==> src/design/xform_cfg.svh <==
// ########################################
// word transform engine configuration
// sizes shared by the package and the RTL
// ########################################

`ifndef XFORM_CFG_SVH
`define XFORM_CFG_SVH

// data word width in bits
`define XF_WIDTH 32

// number of parallel lanes, one per history slot
`define XF_LANES 5

// registered stages in each lane
`define XF_DEPTH 7

`endif
==> src/design/xform_pkg.sv <==
// ########################################
// word transform engine types
// ########################################

`default_nettype none

`include "xform_cfg.svh"

package xform_pkg;

	// one data word, used on every data path
	typedef logic [`XF_WIDTH-1:0] word_t;

	// what a single stage does to its word
	typedef enum logic [1:0] {
		OP_INV  = 2'd0, // bitwise complement
		OP_ROT  = 2'd1, // byte rotate left
		OP_GRAY = 2'd2  // binary to gray
	} stage_kind_t;

	// stage kinds of one lane
	// element 0 is the first stage the word passes
	typedef stage_kind_t [0:`XF_DEPTH-1] chain_t;

	// captured history, one word per lane
	typedef struct packed {
		word_t l4; // oldest word
		word_t l3;
		word_t l2;
		word_t l1;
		word_t l0; // newest word
	} lane_words_t;

endpackage

`default_nettype wire

==> src/design/xform_top.sv <==
// ########################################
// word transform engine top level
// ########################################

`timescale 1ns/1ps
`default_nettype none

module xform_top (
	input  logic             clk,
	input  logic             rst,
	input  xform_pkg::word_t din,
	output xform_pkg::word_t dout
);

	import xform_pkg::*;

	// captured history, newest word in l0
	lane_words_t lanes;

	word_history history_i (
		.clk  (clk),
		.rst  (rst),
		.din  (din),
		.lanes(lanes)
	);

	// 7 stage lanes, dout lags din by 8 to 12 cycles per lane
	xform_array array_i (
		.clk  (clk),
		.rst  (rst),
		.lanes(lanes),
		.dout (dout)
	);

endmodule

`default_nettype wire

==> src/design/xform_array.sv <==
// ########################################
// five transform lanes and the xor fold
// of their results into one word
// ########################################

`timescale 1ns/1ps
`default_nettype none

`include "xform_cfg.svh"

module xform_array (
	input  logic                    clk,
	input  logic                    rst,
	input  xform_pkg::lane_words_t  lanes,
	output xform_pkg::word_t        dout
);

	import xform_pkg::*;

	// stage order per lane, first stage listed first
	localparam chain_t LANE_ORDER [`XF_LANES] = '{
		'{OP_INV, OP_ROT, OP_GRAY, OP_GRAY, OP_ROT, OP_INV, OP_ROT},  // lane 0
		'{OP_INV, OP_ROT, OP_GRAY, OP_GRAY, OP_INV, OP_ROT, OP_GRAY}, // lane 1
		'{OP_INV, OP_INV, OP_GRAY, OP_ROT, OP_INV, OP_ROT, OP_ROT},   // lane 2
		'{OP_ROT, OP_INV, OP_ROT, OP_GRAY, OP_ROT, OP_INV, OP_GRAY},  // lane 3
		'{OP_INV, OP_GRAY, OP_ROT, OP_GRAY, OP_INV, OP_GRAY, OP_ROT}  // lane 4
	};

	word_t lane_in  [`XF_LANES];
	word_t lane_out [`XF_LANES];

	// lane c gets the word taken c cycles before the newest
	assign lane_in[0] = lanes.l0;
	assign lane_in[1] = lanes.l1;
	assign lane_in[2] = lanes.l2;
	assign lane_in[3] = lanes.l3;
	assign lane_in[4] = lanes.l4;

	for (genvar c = 0; c < `XF_LANES; c++) begin : g_lane
		xform_lane #(
			.ORDER(LANE_ORDER[c])
		) lane_i (
			.clk (clk),
			.rst (rst),
			.din (lane_in[c]),
			.dout(lane_out[c])
		);
	end

	// fold of the lane results, no register after the lanes
	always_comb begin
		dout = '0;
		for (int c = 0; c < `XF_LANES; c++) begin
			dout ^= lane_out[c];
		end
	end

endmodule

`default_nettype wire

==> src/design/word_history.sv <==
// ########################################
// input word history and capture register
// feeds one word per lane each cycle
// ########################################

`timescale 1ns/1ps
`default_nettype none

`include "xform_cfg.svh"

module word_history (
	input  logic                    clk,
	input  logic                    rst,
	input  xform_pkg::word_t        din,
	output xform_pkg::lane_words_t  lanes
);

	import xform_pkg::*;

	// hist[0] is the newest word, hist[XF_LANES-1] the oldest
	word_t hist [`XF_LANES];

	// shift history, din enters at the newest end
	always_ff @(posedge clk or posedge rst) begin
		if (rst) begin
			for (int i = 0; i < `XF_LANES; i++) begin
				hist[i] <= '0;
			end
		end else begin
			hist[0] <= din;
			for (int i = 1; i < `XF_LANES; i++) begin
				hist[i] <= hist[i-1];
			end
		end
	end

	// snapshot of the whole history, one cycle behind the shift
	always_ff @(posedge clk or posedge rst) begin
		if (rst) begin
			lanes <= '0;
		end else begin
			lanes <= '{
				l0: hist[0],
				l1: hist[1],
				l2: hist[2],
				l3: hist[3],
				l4: hist[4]
			};
		end
	end

endmodule

`default_nettype wire

==> src/design/xform_lane.sv <==
// ########################################
// one lane of chained transform stages
// order of kinds given by ORDER
// ########################################

`timescale 1ns/1ps
`default_nettype none

`include "xform_cfg.svh"

module xform_lane #(
	parameter xform_pkg::chain_t ORDER = '{default: xform_pkg::OP_INV}
) (
	input  logic             clk,
	input  logic             rst,
	input  xform_pkg::word_t din,
	output xform_pkg::word_t dout
);

	import xform_pkg::*;

	// link[i] is the input of stage i
	// the last entry is the lane result
	word_t link [`XF_DEPTH+1];

	assign link[0] = din;

	// one cycle per stage, XF_DEPTH cycles through the lane
	for (genvar i = 0; i < `XF_DEPTH; i++) begin : g_stage
		xform_stage #(
			.KIND(ORDER[i])
		) stage_i (
			.clk (clk),
			.rst (rst),
			.din (link[i]),
			.dout(link[i+1])
		);
	end

	assign dout = link[`XF_DEPTH];

endmodule

`default_nettype wire

==> src/design/xform_stage.sv <==
// ########################################
// one registered transform step
// kind fixed at build time by KIND
// ########################################

`timescale 1ns/1ps
`default_nettype none

`include "xform_cfg.svh"

module xform_stage #(
	parameter xform_pkg::stage_kind_t KIND = xform_pkg::OP_INV
) (
	input  logic             clk,
	input  logic             rst,
	input  xform_pkg::word_t din,
	output xform_pkg::word_t dout
);

	import xform_pkg::*;

	localparam int W = `XF_WIDTH;

	logic [4:0]     rot_amt;
	logic [2*W-1:0] rot_dbl;
	word_t          rot_w;
	word_t          gray_w;
	word_t          nxt;

	// rotate by whole bytes, amount from the low two bits
	assign rot_amt = {din[1:0], 3'b000}; // 0, 8, 16 or 24
	assign rot_dbl = {din, din} << rot_amt;
	assign rot_w   = rot_dbl[2*W-1:W]; // upper half is the rotated word

	assign gray_w = din ^ (din >> 1);

	always_comb begin
		case (KIND)
			OP_INV:  nxt = ~din;
			OP_ROT:  nxt = rot_w;
			OP_GRAY: nxt = gray_w;
			default: nxt = din;
		endcase
	end

	always_ff @(posedge clk or posedge rst) begin
		if (rst) begin
			dout <= '0;
		end else begin
			dout <= nxt;
		end
	end

endmodule

`default_nettype wire

==> config.mk <==
export PLATFORM = sky130hd
export DESIGN_NAME = xform_top
export DESIGN_NICKNAME = d
export VERILOG_FILES = /design/src/design/xform_pkg.sv /design/src/design/xform_top.sv /design/src/design/xform_array.sv /design/src/design/word_history.sv /design/src/design/xform_lane.sv /design/src/design/xform_stage.sv
export VERILOG_INCLUDE_DIRS = /design/src /design/src/design
export SDC_FILE = /design/constraint.sdc
export NUM_CORES = 2
export LEC_CHECK = 0
export ABC_AREA = 1
export BUFFER_PORTS_ARGS = -buffer_cell sky130_fd_sc_hd__buf_2
export CORE_UTILIZATION = 35
export DETAILED_ROUTE_END_ITERATION = 7
export GPL_ROUTABILITY_DRIVEN = 0
export PLACE_DENSITY = 0.46
export SLEW_MARGIN = 10
export SYNTH_ARGS = -nofsm -noshare
export SYNTH_HDL_FRONTEND = slang
export SYNTH_SLANG_ARGS = --single-unit
==> constraint.sdc <==
create_clock -name clk -period 57.7 [get_ports clk]
set_input_delay 5.77 -clock clk [delete_from_list [all_inputs] [get_ports clk]]
set_output_delay 5.77 -clock clk [all_outputs]
set_load 0.01 [all_outputs]
==> flow_results.org <==
** GRT
- The total overflow left after global routing is 0.
- The number of antenna violations at the first check in global routing came to 4.
- Entering global routing, the biggest net connects 173 pins.
- GRT Overall Usage :: 15.2%
- The via count of the first global-routing pass came to 26.3k.
- The first global-routing pass estimated 158,000 µm of wire.

** Drt
- Dividing the detail-routed wire length by the instance count gives 15.8 µm.
- The final route contains 26.2k vias.
- Vias/cell :: 4.15
- DRC errors left :: 0
- The first TritonRoute pass finished after 7 iterations.
- Wires add up to 99,900 µm.
- In this run, the number of DRC markers left after iteration 0 of detailed routing was 1,697.
- The count of nets left with antenna violations once routing finished came out at 0.

** Synthesis
- Ranked by instance count, the synthesized netlist is headed by sky130_fd_sc_hd__dfrtp_1, sky130_fd_sc_hd__nand2_1, sky130_fd_sc_hd__inv_1.
- Proportion of synthesized chip area in sequential cells :: 68.9%
- Number of enable-type register cells in the synthesized netlist :: 0
- Yosys warning total :: 0
- Post-synthesis area per instance :: 10.9 µm²
- After synthesis the cells add up to 47,700 µm².
- Synth area leader :: sky130_fd_sc_hd__dfrtp_1
- Library cells used by synthesis :: 14
- In the synthesized netlist the dominant register cell turns out to be sky130_fd_sc_hd__dfrtp_1.
- Share of flip-flops with an asynchronous set or reset after synthesis :: 100%
- Number of standard cells after synthesis :: 4,355
- sky130_fd_sc_hd__dfrtp_1 is the most common cell in the netlist.
- Syn nets :: 4,389
- By area the synthesized netlist is led by sky130_fd_sc_hd__dfrtp_1, sky130_fd_sc_hd__xor2_1, sky130_fd_sc_hd__nand2_1.
- The share of synthesized area in the top cell type comes to 68.9%.
- Yosys reg bits :: 1,312

** Clocking
- Clock tree synthesis inserted a total of 140 buffers.
- The clock reaches the later pin of the worst-skew pair after 0.75 ns.
- TritonCTS built the clock tree.
- The root buffer cell chosen for the clock tree is sky130_fd_sc_hd__clkbuf_16.
- Total of cells resized after clock tree synthesis :: 0
- CTS Hold Buffers Added :: 0
- Buffers from clock root to sink, at most :: 3
- Setup Buffers After CTS :: 0
- Clock transition at the registers of the reported paths :: 0.05 ns
- The H-tree was split into 4 levels.
- Clock tree synthesis found a total of 1,312 sinks.

** Critical path
- Worst Setup Start Kind :: input port
- Maximum fanout along the worst path :: 107
- At the worst endpoint, the required time is 58.42 ns.
- Worst Setup End Kind :: async pin
- Number of cells on the worst reg-to-reg path :: 2
- Data on the critical path arrives at its endpoint at 9.15 ns.
- Type of the setup path with the least slack :: in -> async

** Placement
- In this run, placement finished with an instance count of 6,068.
- Worst setup timing slack at the placement stage :: 48.28 ns
- Port bufs :: 65
- The HPWL after detailed placement is 74,100 µm.

** Die
- Die ar. :: 138,000 µm²
- 66 I/O pins were placed.
- Horizontal extent of the die :: 371 µm
- Measured along the y axis, the die boundary spans 371 µm.
- For this configuration, the core starts out at a cell density of 35.2%.
- Area of the core :: 135,000 µm²
- The floorplan has 135 rows.

** Power
- Standby leakage power :: 26.5 nW
- Maximum resistive drop on vdd :: 0.0000312 V
- For this design the ratio of total power to cell area is 52.1 nW/µm².

** STA
- At the pin with the least slew margin, the transition time is 1.01 ns.
- Total negative slack :: 0 ns
- Number of hold violations in the final report :: 0
- Between clock sinks in the finished design, the worst skew comes to 0.0244 ns.
- Remaining max-slew budget at the tightest pin :: 32.5%
- Share of the cycle needed by the critical path after routing :: 14.6%
- Setup repair after global routing left no endpoint under its margin.
- Final number of max-transition violations :: 0
- FMAX :: 119 MHz
- Final setup viols :: 0
- The worst path needs 8.43 ns of the cycle, external delays included.
- Setup ws final :: 49.27 ns

** Final layout
- The post-route netlist has 8.08% of its cells at a drive strength greater than 1.
- For this run, the number of standard cells in the final layout without fillers is 6,323.
- After filler insertion, the fill cell instance count of the layout stands at 13.0k.
- Combined area of the multi-input logic cells :: 11,500 µm²
- Area growth from synthesis to layout :: 13.9%
- For this run, the post-layout net count is 4,463.
- Antenna diode count :: 0
- Area taken by flip-flops and latches :: 32,800 µm²

** Run
- Reported max-cap violation count :: 0

** Min path
- The path class of the tightest hold or removal check is reg -> reg.
- Along the worst hold path, the cell count comes to 0.

** Run status
- The flow ran to the end, and the final reports show no timing, DRC or antenna violations.
==> critical path, stage by stage <==
cell	delay [ns]
sky130_fd_sc_hd__buf_2	0.13
sky130_fd_sc_hd__inv_8	0.45
sky130_fd_sc_hd__buf_4	0.76
sky130_fd_sc_hd__buf_4	0.87
sky130_fd_sc_hd__buf_4	0.91
==> per-layer routing <==
layer | GRT usage, % | share of wire, %
met5 | 0 | 0
met4 | 5.49 | 3.1
met3 | 2.79 | 3.1
met2 | 22.3 | 44
met1 | 22.3 | 50
==> logic make-up (layout without fill, tap and decap cells) <==
kind of cell	after synthesis	count (layout)	share of synthesized area (%)
AO/OA/AOI/OAI	832	832	8.74
XOR/XNOR	373	373	6.85
buffers and inverters	822	1009	6.96
flip-flops	1312	1312	68.9
AND/OR/NAND/NOR	1016	1016	8.56
==> path summary, 6_finish.rpt <==
path	startpoint	end	slack (ns)
max	rst	async pin	49.27
min	history_i.hist[133]	history_i.hist[101]	0.34
max reg2reg	register	register	55.36
min reg2reg	history_i.hist[133]	history_i.hist[101]	0.34
max in group clk	register	dout[27]	49.92
min in group asynchronous	rst	async pin	5.16
==> registers in the layout, indices dropped and copies added, names as in the netlist <==
| register | cells |
|---|---|
| array_i.g_lane.lane_i.g_stage.stage_i.dout | 1120 |
| history_i.hist | 160 |
| history_i.lanes | 32 |
==> final cells by class <==
type | instances | area share (%)
multi-input cells | 2221 | 21.2
well taps | 1781 | 4.11
repair buffers | 89 | 0.955
flip-flops and latches | 1312 | 60.5
clock buffers | 210 | 7.55
clock inverters | 45 | 1.06
inverters | 665 | 4.61
==> where the power goes <==
group / switching [mW] / leakage (nW) / internal, mW / total (mW)
sequential: 0.174 / 15.4 / 1.16 / 1.33
clock: 0.358 / 2.29 / 0.534 / 0.892
combinational: 0.398 / 8.90 / 0.208 / 0.606
total: 0.930 / 26.5 / 1.90 / 2.83
==> cell usage in the layout, fill, tap and decap left out, drive strengths merged <==
cell type / instances
nand2: 852
o21ai: 832
xor2: 373
inv: 677
or2: 48
clkbuf: 210
buf: 89
dfrtp: 1312
nand3: 116
clkinv: 21
bufinv: 9
clkinvlp: 3
==> through the flow <==
step                total power, mW  hold slack, ns  cell area (µm²)  utilization, %
floorplan                      1.72           0.331            47700               -
global placement               1.96           0.334            49600            36.7
detailed placement             1.97           0.335            49600            36.7
CTS                            2.88           0.344            54300            40.1
global route                   3.02           0.347            54300            40.1
finish                         2.83           0.340            54300            40.1
No activity file was read; power rests on OpenSTA's default activity.
